`src/common/udp_seg_defs.svh`:
```
// header offsets, lengths and protocol codes for the udp segmentation offload, include where needed
`ifndef UDP_SEG_DEFS_SVH
`define UDP_SEG_DEFS_SVH

// sizes in bytes
`define FLIT_BYTES      64
`define ETH_HDR_LEN     14
`define IP_HDR_LEN      20
`define UDP_HDR_LEN     8
`define HDR_LEN         42
`define SEG_IP_LEN      1500  // largest ip datagram per segment
`define SEG_PAYLOAD     1472  // udp payload of a full segment

// protocol codes
`define ETHERTYPE_IPV4  16'h0800
`define IP_PROTO_UDP    8'h11

// byte offsets from the start of the frame
`define OFS_ETHERTYPE   12
`define OFS_VER_IHL     14
`define OFS_IP_LEN      16
`define OFS_IP_ID       18
`define OFS_IP_PROTO    23
`define OFS_IP_CSUM     24
`define OFS_UDP_LEN     38
`define OFS_UDP_CSUM    40

`endif
```
`src/common/udp_seg_pkg.sv`:
```
// shared types of the udp segmentation datapath, imported by the rtl and the output monitor
`include "udp_seg_defs.svh"

package udp_seg_pkg;

    typedef logic [`FLIT_BYTES*8-1:0] flit_t;
    typedef logic [`FLIT_BYTES-1:0]   keep_t;
    typedef logic [15:0]              byte_cnt_t;
    typedef logic [15:0]              ip_id_t;
    typedef logic [15:0]              csum_t;

    typedef enum logic [1:0] {
        KIND_PASS,   // input flit as is
        KIND_FIRST,  // first flit of a segmented frame
        KIND_TAIL,   // closes a full segment
        KIND_MERGE   // new header plus stored tail bytes
    } flit_kind_t;

    typedef enum logic [1:0] {
        ST_IDLE,
        ST_PASS,
        ST_SEG,
        ST_MERGE
    } seg_state_t;

    // big-endian 16-bit field starting at byte ofs
    function automatic logic [15:0] be16(input flit_t d, input int unsigned ofs);
        be16 = {d[ofs*8 +: 8], d[(ofs+1)*8 +: 8]};
    endfunction

endpackage

```
`src/hw/udp_seg_top.sv`:
```
// udp segmentation offload top level, connects control, flit builder and output slice
module udp_seg_top
    import udp_seg_pkg::*;
(
    input  logic  clk,
    input  logic  rst,
    input  flit_t in_data,
    input  keep_t in_keep,
    input  logic  in_valid,
    output logic  in_ready,
    input  logic  in_last,
    output flit_t out_data,
    output keep_t out_keep,
    output logic  out_valid,
    input  logic  out_ready,
    output logic  out_last
);

    flit_kind_t kind;
    logic       load_hdr;
    logic       load_tail;
    byte_cnt_t  seg_ip_len;
    ip_id_t     seg_id;
    logic       flit_valid;
    logic       skid_ready;
    flit_t      build_data;
    keep_t      build_keep;
    logic       build_last;

    seg_ctrl u_ctrl (
        .clk        (clk),
        .rst        (rst),
        .in_data    (in_data),
        .in_valid   (in_valid),
        .in_ready   (in_ready),
        .in_last    (in_last),
        .skid_ready (skid_ready),
        .flit_valid (flit_valid),
        .kind       (kind),
        .load_hdr   (load_hdr),
        .load_tail  (load_tail),
        .seg_ip_len (seg_ip_len),
        .seg_id     (seg_id)
    );

    seg_flit_build u_build (
        .clk        (clk),
        .rst        (rst),
        .in_data    (in_data),
        .in_keep    (in_keep),
        .in_last    (in_last),
        .kind       (kind),
        .load_hdr   (load_hdr),
        .load_tail  (load_tail),
        .seg_ip_len (seg_ip_len),
        .seg_id     (seg_id),
        .build_data (build_data),
        .build_keep (build_keep),
        .build_last (build_last)
    );

    axis_skid u_skid (
        .clk        (clk),
        .rst        (rst),
        .flit_valid (flit_valid),
        .skid_ready (skid_ready),
        .build_data (build_data),
        .build_keep (build_keep),
        .build_last (build_last),
        .out_data   (out_data),
        .out_keep   (out_keep),
        .out_valid  (out_valid),
        .out_ready  (out_ready),
        .out_last   (out_last)
    );

endmodule

```
`src/hw/axis_skid.sv`:
```
// two-entry stream register slice, the only output register, absorbs downstream back-pressure
module axis_skid
    import udp_seg_pkg::*;
(
    input  logic  clk,
    input  logic  rst,
    input  logic  flit_valid,
    output logic  skid_ready,
    input  flit_t build_data,
    input  keep_t build_keep,
    input  logic  build_last,
    output flit_t out_data,
    output keep_t out_keep,
    output logic  out_valid,
    input  logic  out_ready,
    output logic  out_last
);

    localparam int ENT_W = $bits(flit_t) + $bits(keep_t) + 1;

    logic [ENT_W-1:0] ent0;    // head, drives the outputs
    logic [ENT_W-1:0] ent1;
    logic [ENT_W-1:0] ent_in;
    logic [1:0]       count;
    logic             push;
    logic             pop;

    assign ent_in     = {build_last, build_keep, build_data};
    assign skid_ready = (count != 2'd2);
    assign out_valid  = (count != 2'd0);
    assign push       = flit_valid && skid_ready;
    assign pop        = out_valid && out_ready;

    assign {out_last, out_keep, out_data} = ent0;

    always_ff @(posedge clk) begin
        if (rst) begin
            count <= 2'd0;
        end else begin
            count <= count + {1'b0, push} - {1'b0, pop};
        end
    end

    always_ff @(posedge clk) begin
        if (push && ((count == 2'd0) || ((count == 2'd1) && pop))) begin
            ent0 <= ent_in;
        end else if (pop && (count == 2'd2)) begin
            ent0 <= ent1;  // second entry moves up
        end
        if (push && (count == 2'd1) && !pop) begin
            ent1 <= ent_in;
        end
    end

endmodule

```
`src/udp_seg/seg_flit_build.sv`:
```
// flit builder: holds header template and segment tail, rewrites header fields, forms output flits
`include "udp_seg_defs.svh"

module seg_flit_build
    import udp_seg_pkg::*;
(
    input  logic       clk,
    input  logic       rst,
    input  flit_t      in_data,
    input  keep_t      in_keep,
    input  logic       in_last,
    input  flit_kind_t kind,
    input  logic       load_hdr,
    input  logic       load_tail,
    input  byte_cnt_t  seg_ip_len,
    input  ip_id_t     seg_id,
    output flit_t      build_data,
    output keep_t      build_keep,
    output logic       build_last
);

    localparam int HDR_BITS  = `HDR_LEN * 8;
    localparam int FLIT_BITS = `FLIT_BYTES * 8;
    localparam keep_t HDR_KEEP = {{(`FLIT_BYTES - `HDR_LEN){1'b0}}, {`HDR_LEN{1'b1}}};

    logic [HDR_BITS-1:0]           hdr_q;
    logic [FLIT_BITS-HDR_BITS-1:0] tail_q;  // bytes 42..63 of the tail flit
    keep_t                         tail_keep_q;
    logic                          tail_last_q;

    flit_t               hdr_src;
    logic [HDR_BITS-1:0] new_hdr;
    csum_t               old_csum;
    byte_cnt_t           old_len;
    ip_id_t              old_id;
    byte_cnt_t           udp_len;
    logic [18:0]         csum_sum;
    logic [16:0]         csum_fold;
    csum_t               csum_new;

    always_ff @(posedge clk) begin
        if (load_hdr) begin
            hdr_q <= in_data[HDR_BITS-1:0];
        end
        if (load_tail) begin
            tail_q      <= in_data[FLIT_BITS-1:HDR_BITS];
            tail_keep_q <= in_keep;
        end
    end

    always_ff @(posedge clk) begin
        if (rst) begin
            tail_last_q <= 1'b0;
        end else if (load_tail) begin
            tail_last_q <= in_last;
        end
    end

    // first flit rewrites the live header, merges use the stored one
    assign hdr_src  = (kind == KIND_FIRST) ? in_data : flit_t'(hdr_q);
    assign old_csum = be16(hdr_src, `OFS_IP_CSUM);
    assign old_len  = be16(hdr_src, `OFS_IP_LEN);
    assign old_id   = be16(hdr_src, `OFS_IP_ID);
    assign udp_len  = seg_ip_len - byte_cnt_t'(`IP_HDR_LEN);

    // incremental update over length and id
    assign csum_sum  = {3'b0, ~old_csum} + {3'b0, ~old_len} + {3'b0, seg_ip_len} +
                       {3'b0, ~old_id} + {3'b0, seg_id};
    assign csum_fold = {1'b0, csum_sum[15:0]} + {14'b0, csum_sum[18:16]};
    assign csum_new  = ~(csum_fold[15:0] + {15'b0, csum_fold[16]});

    always_comb begin
        new_hdr = hdr_src[HDR_BITS-1:0];
        new_hdr[`OFS_IP_LEN*8 +: 16]   = {seg_ip_len[7:0], seg_ip_len[15:8]};  // msb first on wire
        new_hdr[`OFS_IP_ID*8 +: 16]    = {seg_id[7:0], seg_id[15:8]};
        new_hdr[`OFS_IP_CSUM*8 +: 16]  = {csum_new[7:0], csum_new[15:8]};
        new_hdr[`OFS_UDP_LEN*8 +: 16]  = {udp_len[7:0], udp_len[15:8]};
        new_hdr[`OFS_UDP_CSUM*8 +: 16] = 16'h0000;
    end

    always_comb begin
        case (kind)
            KIND_FIRST: begin
                build_data = {in_data[FLIT_BITS-1:HDR_BITS], new_hdr};
                build_keep = in_keep;
                build_last = in_last;
            end
            KIND_TAIL: begin
                build_data = in_data;
                build_keep = HDR_KEEP;
                build_last = 1'b1;
            end
            KIND_MERGE: begin
                build_data = {tail_q, new_hdr};
                build_keep = tail_last_q ? tail_keep_q : '1;  // final merge ends the frame
                build_last = tail_last_q;
            end
            default: begin
                build_data = in_data;
                build_keep = in_keep;
                build_last = in_last;
            end
        endcase
    end

endmodule

```
`src/udp_seg/seg_ctrl.sv`:
```
// segmentation control: classifies each frame and steps the flit builder through segments
`include "udp_seg_defs.svh"

module seg_ctrl
    import udp_seg_pkg::*;
(
    input  logic       clk,
    input  logic       rst,
    input  flit_t      in_data,
    input  logic       in_valid,
    output logic       in_ready,
    input  logic       in_last,
    input  logic       skid_ready,
    output logic       flit_valid,
    output flit_kind_t kind,
    output logic       load_hdr,
    output logic       load_tail,
    output byte_cnt_t  seg_ip_len,
    output ip_id_t     seg_id
);

    localparam int TAIL_SPARE = `FLIT_BYTES - `HDR_LEN;       // 22 bytes past a tail
    localparam int SEG_FRAME  = `ETH_HDR_LEN + `SEG_IP_LEN;   // full segment frame
    localparam int L4_HDRS    = `IP_HDR_LEN + `UDP_HDR_LEN;

    seg_state_t state;
    byte_cnt_t  rem_pay;    // datagram payload not yet consumed
    byte_cnt_t  rem_frame;  // bytes left in current segment frame
    ip_id_t     id_cnt;

    byte_cnt_t  hdr_ip_len;
    logic       eligible;
    logic       seg_end;
    logic       xfer;
    logic       merge_go;

    assign hdr_ip_len = be16(in_data, `OFS_IP_LEN);

    // ipv4, ihl 5, udp, oversized and more than one flit
    assign eligible = (be16(in_data, `OFS_ETHERTYPE) == `ETHERTYPE_IPV4) &&
                      (in_data[`OFS_VER_IHL*8 +: 4] == 4'd5) &&
                      (in_data[`OFS_IP_PROTO*8 +: 8] == `IP_PROTO_UDP) &&
                      (hdr_ip_len > byte_cnt_t'(`SEG_IP_LEN)) &&
                      !in_last;

    // this flit closes a full segment frame
    assign seg_end = (rem_frame <= byte_cnt_t'(`FLIT_BYTES)) &&
                     (rem_pay >= byte_cnt_t'(`HDR_LEN));

    assign in_ready   = skid_ready && (state != ST_MERGE);
    assign flit_valid = (state == ST_MERGE) || in_valid;
    assign xfer       = in_valid && in_ready;
    assign merge_go   = (state == ST_MERGE) && skid_ready;

    assign load_hdr  = xfer && (state == ST_IDLE) && eligible;
    assign load_tail = xfer && (state == ST_SEG) && seg_end;
    assign seg_id    = id_cnt;

    always_comb begin
        case (state)
            ST_IDLE:  kind = eligible ? KIND_FIRST : KIND_PASS;
            ST_SEG:   kind = seg_end ? KIND_TAIL : KIND_PASS;
            ST_MERGE: kind = KIND_MERGE;
            default:  kind = KIND_PASS;
        endcase
    end

    // first segment is always full, later ones take the remainder if shorter
    always_comb begin
        if ((state == ST_MERGE) && (rem_pay < byte_cnt_t'(`SEG_PAYLOAD))) begin
            seg_ip_len = rem_pay + byte_cnt_t'(L4_HDRS);
        end else begin
            seg_ip_len = byte_cnt_t'(`SEG_IP_LEN);
        end
    end

    always_ff @(posedge clk) begin
        if (rst) begin
            state     <= ST_IDLE;
            rem_pay   <= '0;
            rem_frame <= '0;
            id_cnt    <= '0;
        end else begin
            case (state)
                ST_IDLE: begin
                    if (xfer) begin
                        if (eligible) begin
                            state     <= ST_SEG;
                            rem_pay   <= hdr_ip_len - byte_cnt_t'(L4_HDRS + TAIL_SPARE);
                            rem_frame <= byte_cnt_t'(SEG_FRAME - `FLIT_BYTES);
                            id_cnt    <= id_cnt + 1'b1;
                        end else if (!in_last) begin
                            state <= ST_PASS;
                        end
                    end
                end
                ST_PASS: begin
                    if (xfer && in_last) begin
                        state <= ST_IDLE;
                    end
                end
                ST_SEG: begin
                    if (xfer) begin
                        if (seg_end) begin
                            rem_pay <= rem_pay - byte_cnt_t'(`HDR_LEN);
                            // no payload past the tail ends the datagram here
                            state   <= (rem_pay == byte_cnt_t'(`HDR_LEN)) ? ST_IDLE : ST_MERGE;
                        end else begin
                            rem_pay   <= rem_pay - byte_cnt_t'(`FLIT_BYTES);
                            rem_frame <= rem_frame - byte_cnt_t'(`FLIT_BYTES);
                            if (in_last) begin
                                state <= ST_IDLE;
                            end
                        end
                    end
                end
                ST_MERGE: begin
                    if (merge_go) begin
                        id_cnt    <= id_cnt + 1'b1;
                        rem_pay   <= rem_pay - byte_cnt_t'(TAIL_SPARE);
                        rem_frame <= byte_cnt_t'(SEG_FRAME - `FLIT_BYTES);
                        // stored tail holds the rest of the datagram
                        if (rem_pay <= byte_cnt_t'(TAIL_SPARE)) begin
                            state <= ST_IDLE;
                        end else begin
                            state <= ST_SEG;
                        end
                    end
                end
                default: state <= ST_IDLE;
            endcase
        end
    end

endmodule

```
`config.mk`:
```
export PLATFORM = sky130hd
export DESIGN_NAME = udp_seg_top
export DESIGN_NICKNAME = d
export VERILOG_FILES = /design/src/common/udp_seg_pkg.sv /design/src/hw/udp_seg_top.sv /design/src/hw/axis_skid.sv /design/src/udp_seg/seg_flit_build.sv /design/src/udp_seg/seg_ctrl.sv
export VERILOG_INCLUDE_DIRS = /design/src /design/src/common
export SDC_FILE = /design/constraint.sdc
export NUM_CORES = 2
export LEC_CHECK = 0
export BUFFER_PORTS_ARGS = -buffer_cell sky130_fd_sc_hd__buf_2
export CORE_ASPECT_RATIO = 0.7
export CORE_MARGIN = 5
export CORE_UTILIZATION = 25
export DETAILED_ROUTE_END_ITERATION = 12
export SETUP_SLACK_MARGIN = 0.1
export SYNTH_ARGS = -nofsm -noshare
export SYNTH_HDL_FRONTEND = slang
export SYNTH_SLANG_ARGS = --single-unit
export TNS_END_PERCENT = 10
```
`constraint.sdc`:
```
create_clock -name clk -period 54.7 [get_ports clk]
set_clock_uncertainty 0.15 [all_clocks]
set_input_delay 2.735 -clock clk [delete_from_list [all_inputs] [get_ports clk]]
set_output_delay 2.735 -clock clk [all_outputs]
set_load 0.01 [all_outputs]
```
After elaboration in Yosys (flattened, before gate mapping)
Cells that the tools add are included.
Widths: inputs -> output; s select.
{"block": "word_totals", "ff_bits": 1751, "out_inout_bits": 579}
{"block": "classes", "add_sub_neg": 16, "order_cmp": 5, "eq_ne": 22, "muxes": 38, "n_bitwise": 4, "reduce_logical": 35}
{"operator": "$mux 577", "count": 2}
{"operator": "$pmux 512 s2", "count": 1}
{"operator": "$mux 304", "count": 1}
{"operator": "$mux 16", "count": 14}
{"operator": "$pmux 64 s2", "count": 1}
{"operator": "$pmux 16 s3", "count": 2}
{"operator": "$mux 64", "count": 1}
{"operator": "$not 16->16", "count": 4}
{"operator": "$add 19x16->19", "count": 3}
{"operator": "$pmux 16 s2", "count": 1}
{"operator": "$sub 16x5->16 const B", "count": 2}
{"operator": "$sub 16x6->16 const B", "count": 2}
{"operator": "$sub 16x7->16 const B", "count": 2}
{"operator": "$mux 2", "count": 11}
{"operator": "$logic_and 1x1->1", "count": 21}
{"operator": "$add 16x16->17", "count": 1}
{"operator": "$add 16x3->17", "count": 1}
{"operator": "$add 16x1->16", "count": 1}
{"operator": "$add 16x1->16 const B", "count": 1}
{"operator": "$add 16x5->16 const B", "count": 1}
{"operator": "$eq 16x12->1 const B", "count": 1}
{"operator": "$eq 16x6->1 const B", "count": 1}
{"operator": "$ge 16x6->1 const B", "count": 1}
{"operator": "$gt 16x11->1 const B", "count": 1}
{"operator": "other kinds (24)", "count": 43}

Logic depth before layout (Yosys ltp)
{"block": "depth", "ltp_word": 19, "depth_mapped": 52, "mapped_depth_nobuf": 50}

Modules after synthesis
From an unflattened synthesis, not the netlist that was laid out.
{"block": "unflattened", "hier_cells": 4036, "area_unflattened_um2": 74457.7}
{"module": "axis_skid", "n_inst": 1, "cells_per_inst": 1817, "area_each_um2": 43922.1, "seq_area_each_um2": 34693.3}
{"module": "seg_flit_build", "n_inst": 1, "cells_per_inst": 1692, "area_each_um2": 26594.3, "seq_area_each_um2": 16355.7}
{"module": "seg_ctrl", "n_inst": 1, "cells_per_inst": 527, "area_each_um2": 3941.3, "seq_area_each_um2": 900.9}

Least setup slack after synthesis
No wires, ideal clock.
{"block": "synth_path", "path_kind": "input to register", "from": "input port out_ready", "to": "register u_skid.ent1[0], enable pin", "setup_ns": 2.929, "arrival_time_ns": 56.932, "required_time_ns": 51.621, "slack_ns": -5.312, "path_stages": 1, "cell_sequence": "nor4_1"}
{"block": "synth_via", "elab_chain_cells": 3}
{"item": "start: declaration", "line": "udp_seg_top.sv:15", "text": "input logic out_ready,"}
{"item": "$logic_and 1x1->1", "line": "axis_skid.sv:32", "text": "assign pop = out_valid && out_ready;"}
{"item": "$logic_not 1->1", "line": "axis_skid.sv:50", "text": "if (push && (count == 2'd1) && !pop) begin"}
{"item": "$logic_and 1x1->1", "line": "axis_skid.sv:50"}
{"item": "end signal: assignment", "line": "axis_skid.sv:51", "text": "ent1 <= ent_in;"}
{"item": "end: declaration", "line": "axis_skid.sv:22", "text": "logic [ENT_W-1:0] ent1;"}
No other way between the ends.
A chain may end at the register's enable or synchronous reset.

Final worst setup path
{"block": "layout_path", "from": "input port in_data[186]", "to": "register u_skid.ent0[196], data pin"}
{"block": "layout_via", "elab_chain_cells": 18, "elab_cells_between_ends": 21, "cone_classes": "6 x add/sub; 3 x eq/ne; 5 x mux; 4 x bitwise; 3 x reduce/logical"}
{"item": "start: declaration", "line": "udp_seg_top.sv:7", "text": "input flit_t in_data,"}
{"item": "$eq 8x5->1 (no line) (*)"}
{"item": "$logic_and 1x1->1 (*) (3 in series)", "line": "seg_ctrl.sv:40", "text": "assign eligible = (be16(in_data, `OFS_ETHERTYPE) == `ETHERTYPE_IPV4) &&"}
{"item": "$mux 1 (*)", "line": "seg_ctrl.sv:61", "text": "ST_IDLE: kind = eligible ? KIND_FIRST : KIND_PASS;"}
{"item": "$pmux 2 s3 (*)", "line": "seg_ctrl.sv:60", "text": "case (state)"}
{"item": "$eq 2x1->1", "line": "seg_flit_build.sv:60, seg_flit_build.sv:82"}
{"item": "$mux 304", "line": "seg_flit_build.sv:60", "text": "assign hdr_src = (kind == KIND_FIRST) ? in_data : flit_t'(hdr_q);"}
{"item": "$not 16->16", "line": "seg_flit_build.sv:67", "text": "assign csum_sum = {3'b0, ~old_csum} + {3'b0, ~old_len} + {3'b0, seg_ip_len} +"}
{"item": "$add 16x16->17", "line": "seg_flit_build.sv:67"}
{"item": "$add 19x16->19 (2 in series)", "line": "seg_flit_build.sv:67"}
{"item": "$add 19x16->19", "line": "seg_flit_build.sv:68", "text": "{3'b0, ~old_id} + {3'b0, seg_id};"}
{"item": "$add 16x3->17", "line": "seg_flit_build.sv:69", "text": "assign csum_fold = {1'b0, csum_sum[15:0]} + {14'b0, csum_sum[18:16]};"}
{"item": "$add 16x1->16", "line": "seg_flit_build.sv:70", "text": "assign csum_new = ~(csum_fold[15:0] + {15'b0, csum_fold[16]});"}
{"item": "$not 16->16", "line": "seg_flit_build.sv:70"}
{"item": "$pmux 512 s2 (*)", "line": "seg_flit_build.sv:82", "text": "case (kind)"}
{"item": "net build_data[196]", "line": "udp_seg_top.sv:26", "text": "flit_t build_data;"}
{"item": "$mux 577 (*)", "line": "axis_skid.sv:45", "text": "if (push && ((count == 2'd0) || ((count == 2'd1) && pop))) begin"}
{"item": "end signal: assignment", "line": "axis_skid.sv:46", "text": "ent0 <= ent_in;"}
{"item": "end signal: assignment", "line": "axis_skid.sv:48", "text": "ent0 <= ent1;"}
{"item": "end: declaration", "line": "axis_skid.sv:21", "text": "logic [ENT_W-1:0] ent0;"}
The timed path passes the listed nets; every way through them passes the cells marked *.

==> impl_results.html <==
<table>
<tr><th>Metric</th><th>Value</th></tr>
<tr><th colspan="2">Status</th></tr>
<tr><td>Status</td><td>complete, no violations</td></tr>
<tr><th colspan="2">Global routing</th></tr>
<tr><td>Pin count of the biggest net entering global routing</td><td>between 100 and 150</td></tr>
<tr><td>Vias in the first global route</td><td>45600</td></tr>
<tr><td>Global-route wire length before repair</td><td>332000 um</td></tr>
<tr><td>Grt ovf</td><td>0</td></tr>
<tr><td>Antenna violations before repair</td><td>90</td></tr>
<tr><td>Overall global routing resource usage</td><td>0.149</td></tr>
<tr><th colspan="2">Yosys</th></tr>
<tr><td>Post-Synthesis Mean Instance Area</td><td>14.2 um2</td></tr>
<tr><td>Number of enable flip-flop cells after synthesis</td><td>approximately 1700</td></tr>
<tr><td>Number of standard cells after synthesis</td><td>between 5000 and 6000</td></tr>
<tr><td>Library cells used by synthesis</td><td>81</td></tr>
<tr><td>Sequential-to-total area share from yosys stat</td><td>0.716</td></tr>
<tr><td>Flip-flop and latch count after synthesis</td><td>between 1500 and 2000</td></tr>
<tr><td>Most used DFF post-synth</td><td>edfxtp_1</td></tr>
<tr><td>Synth Cell Area</td><td>72600 um2</td></tr>
<tr><td>Share of async-settable or async-resettable flops after synthesis</td><td>0</td></tr>
<tr><td>Number of synthesis warnings</td><td>0</td></tr>
<tr><th colspan="2">Floorplanning</th></tr>
<tr><td>IO Count</td><td>1160</td></tr>
<tr><td>Die extent in x</td><td>around 650 um</td></tr>
<tr><td>Std-Cell Rows</td><td>165</td></tr>
<tr><td>Height of the chip</td><td>461 um</td></tr>
<tr><td>Area of the placeable core</td><td>about 290000 um2</td></tr>
<tr><td>Starting density of the core</td><td>0.251</td></tr>
<tr><td>Die Area</td><td>~300000 um2</td></tr>
<tr><th colspan="2">Route</th></tr>
<tr><td>Remaining design rule violation count</td><td>0</td></tr>
<tr><td>DRT iter0 DRCs</td><td>about 4400</td></tr>
<tr><td>DR pass1 iterations</td><td>6</td></tr>
<tr><td>Number of routed nets with antenna violations</td><td>0</td></tr>
<tr><td>Via density per instance</td><td>4.50</td></tr>
<tr><td>Detailed Route WL</td><td>roughly 240000 um</td></tr>
<tr><td>Total via count in the routed design</td><td>roughly 46000</td></tr>
<tr><td>Wire length per cell after detailed routing</td><td>approximately 23 um</td></tr>
<tr><th colspan="2">Setup path</th></tr>
<tr><td>Critical path type</td><td>in -&gt; reg</td></tr>
<tr><td>Required time reported for the critical path endpoint</td><td>about 55000 ps</td></tr>
<tr><td>Cell type with the highest occurrence count on the critical path</td><td>a21oi_1</td></tr>
<tr><td>Longest individual stage delay on the worst path</td><td>about 660 ps</td></tr>
<tr><td>Nature of the critical path startpoint</td><td>input port</td></tr>
<tr><td>Arrival time reported for the critical path endpoint</td><td>14080 ps</td></tr>
<tr><td>Cell type of the slowest stage on the worst timing path</td><td>buf_4</td></tr>
<tr><td>Type of element capturing the critical path</td><td>flop</td></tr>
<tr><td>Highest net fanout along the worst path</td><td>51</td></tr>
<tr><th colspan="2">Finish</th></tr>
<tr><td>Post-route insts no fill</td><td>10300</td></tr>
<tr><td>Top library cells by usage in the layout, fill and taps aside</td><td>edfxtp_1 (1698), nand2_1 (1476), buf_2 (1159)</td></tr>
<tr><td>Register area</td><td>51900 um2</td></tr>
<tr><td>Area delta synth-&gt;final</td><td>22.5%</td></tr>
<tr><td>Area occupied by multi-input gates</td><td>between 15000 and 20000 um2</td></tr>
<tr><td>Layout net count</td><td>between 6000 and 7000</td></tr>
<tr><td>Most frequent standard cell in the layout excluding fill and tap cells</td><td>edfxtp_1</td></tr>
<tr><td>Share of post-route cells with drive strength above 1</td><td>0.295</td></tr>
<tr><td>Number of inserted filler cells in the final layout</td><td>28800</td></tr>
<tr><th colspan="2">Timing</th></tr>
<tr><td>Smallest setup slack after layout</td><td>about 40000 ps</td></tr>
<tr><td>Fin. max-slew vios</td><td>0</td></tr>
<tr><td>Highest attainable clock frequency</td><td>about 73 MHz</td></tr>
<tr><td>Final Hold Vio Count</td><td>0</td></tr>
<tr><td>Post-route clock period utilization</td><td>0.250</td></tr>
<tr><td>Unrepaired setup endpoints after global routing</td><td>false</td></tr>
<tr><td>Final setup violation count</td><td>0</td></tr>
<tr><td>Worst relative slew slack</td><td>0.238</td></tr>
<tr><td>Final critical path time including I/O delays and setup</td><td>13660 ps</td></tr>
<tr><td>Total negative slack</td><td>0 ps</td></tr>
<tr><td>Transition time at the pin with the least slew margin</td><td>about 1100 ps</td></tr>
<tr><th colspan="2">Placement</th></tr>
<tr><td>Port Buf Inserts</td><td>between 1000 and 1500</td></tr>
<tr><td>Number of placed instances, taps included</td><td>9918</td></tr>
<tr><td>Final weighted congestion of routability-driven global placement</td><td>between 0.9 and 1</td></tr>
<tr><td>Minimum setup slack after placement</td><td>approximately 40000 ps</td></tr>
<tr><td>Detail Placement HPWL</td><td>168000 um</td></tr>
<tr><th colspan="2">Clock tree</th></tr>
<tr><td>Clock sinks</td><td>1746</td></tr>
<tr><td>Post-cts sizing count</td><td>0</td></tr>
<tr><td>Number of setup buffers added after CTS</td><td>0</td></tr>
<tr><td>Inserted Clock Buffers</td><td>between 150 and 200</td></tr>
<tr><td>CTS Hold Bufs</td><td>0</td></tr>
<tr><td>Clock transition at the registers of the reported paths</td><td>approximately 70 ps</td></tr>
<tr><td>Number of H-tree levels</td><td>4</td></tr>
<tr><td>Number of buffers on the longest clock path</td><td>4</td></tr>
<tr><td>Worst-skew pair later-pin latency</td><td>~850 ps</td></tr>
<tr><td>TritonCTS clock tree</td><td>yes</td></tr>
<tr><td>Root buffer cell</td><td>clkbuf_16</td></tr>
<tr><th colspan="2">Pwr</th></tr>
<tr><td>Largest voltage drop on the vdd net</td><td>roughly 0.031 mV</td></tr>
<tr><td>Areal power density over the cells</td><td>between 40 and 50 nW/um2</td></tr>
<tr><td>Static power due to leakage</td><td>between 30 and 40 nW</td></tr>
<tr><th colspan="2">Flow run</th></tr>
<tr><td>Max-cap violations</td><td>0</td></tr>
<tr><th colspan="2">Worst hold path</th></tr>
<tr><td>Path class of the lowest-slack min-delay path</td><td>reg -&gt; reg</td></tr>
</table>
-- worst max-delay path, delay by kind of cell --
family / cells / cell delay (ps)
AND/OR/NAND/NOR: 17 / 4040
AO/OA/AOI/OAI: 17 / 3580
adder cells (fa/ha/maj): 6 / 2110
multiplexers: 2 / 730
buffers and inverters: 4 / 900
-- state kept, by name, summed over array words and instances (netlist names), 11 cells and up --
signal / count
u_skid.ent1: 577
u_ctrl.seg_id: 16
u_build.hdr_q: 304
u_build.tail_keep_q: 64
u_build.tail_q: 176
u_ctrl.rem_frame: 11
u_ctrl.rem_pay: 16
u_skid.ent0: 577
-- path summary, 6_finish.rpt --
path / slack (ps) / endpoint / startpoint / cells past startpoint
setup / recovery: 41040 / u_skid.ent0[196] / in_data[186] / 46
hold / removal: 330 / u_skid.ent0[56] / u_skid.ent1[56] / 2
setup reg to reg: 42400 / u_skid.ent0[196] / u_ctrl.state[0] / 44
hold reg to reg: 330 / u_skid.ent0[56] / u_skid.ent1[56] / 2
-- cells by family after synthesis --
family / Yosys count / synth area share
multiplexers: 399 / 0.0719
flip-flops: 1746 / 0.716
other: 2 / 0.000104
AND/OR/NAND/NOR: 1932 / 0.109
buffers and inverters: 336 / 0.0202
adder cells (fa/ha/maj): 96 / 0.0200
XOR/XNOR: 90 / 0.0111
AO/OA/AOI/OAI: 507 / 0.0519
-- cell usage after synthesis, types with 13 or more instances --
cell	n	area [um2]
mux2_4	204	3060
buf_1	37	139
xor2_1	32	280
a21oi_1	82	410
fa_1	34	681
nand2_1	1477	5540
edfxtp_1	1698	51000
or3_1	14	87.6
xnor2_1	57	499
nor3_1	34	170
mux2_2	160	1800
o22a_1	43	377
dfxtp_1	48	961
inv_1	83	312
nand4_1	15	93.8
nor2b_1	16	100
buf_2	25	125
and2_1	28	175
a211oi_1	13	97.6
nand2b_1	41	257
ha_1	61	763
nand3_1	22	110
o21ai_0	66	330
nor4_1	20	125
buf_6	23	259
nor2_1	210	788
a21o_1	23	173
a22o_1	177	1550
clkbuf_1	167	627
mux2i_1	35	350
a22oi_1	13	97.6
-- metal layers --
layer / vias to the layer above / GRT usage / wire, um
met3: 431 / 0.0469 / 22100
li1: 20900 / - / -
met5: - / 0 / 247
met2: 1915 / 0.245 / 113000
met4: 40 / 0.0541 / 8350
met1: 23000 / 0.185 / 94500
-- area by class of cell --
| class | instances | share of cell area |
|---|---|---|
| Sequential cell | 1746 | 0.584 |
| Multi-Input combinational cell | 3029 | 0.216 |
| Timing Repair Buffer | 1219 | 0.0710 |
| Clock buffer | 228 | 0.0558 |
| Tap cell | 3841 | 0.0541 |
| Clock inverter | 114 | 0.0137 |
| Inverter | 83 | 0.00350 |
| Antenna cell | 45 | 0.00127 |
-- power by group --
part           switching [W]  internal [W]
logic               0.000611      0.000260
clock network       0.000560      0.000742
registers          0.0000699       0.00174
-- per-stage QoR --
step	hold WS (ps)	instance area, um2	util	power, W
after global placement	315	82600	0.286	0.00271
after floorplan	304	72600	-	0.00247
after detailed placement	328	82600	0.286	0.00272
after global routing	335	88900	0.308	0.00417
after CTS	327	88800	0.307	0.00405
final	334	88900	0.308	0.00398
(Power assumes the default switching activity.)
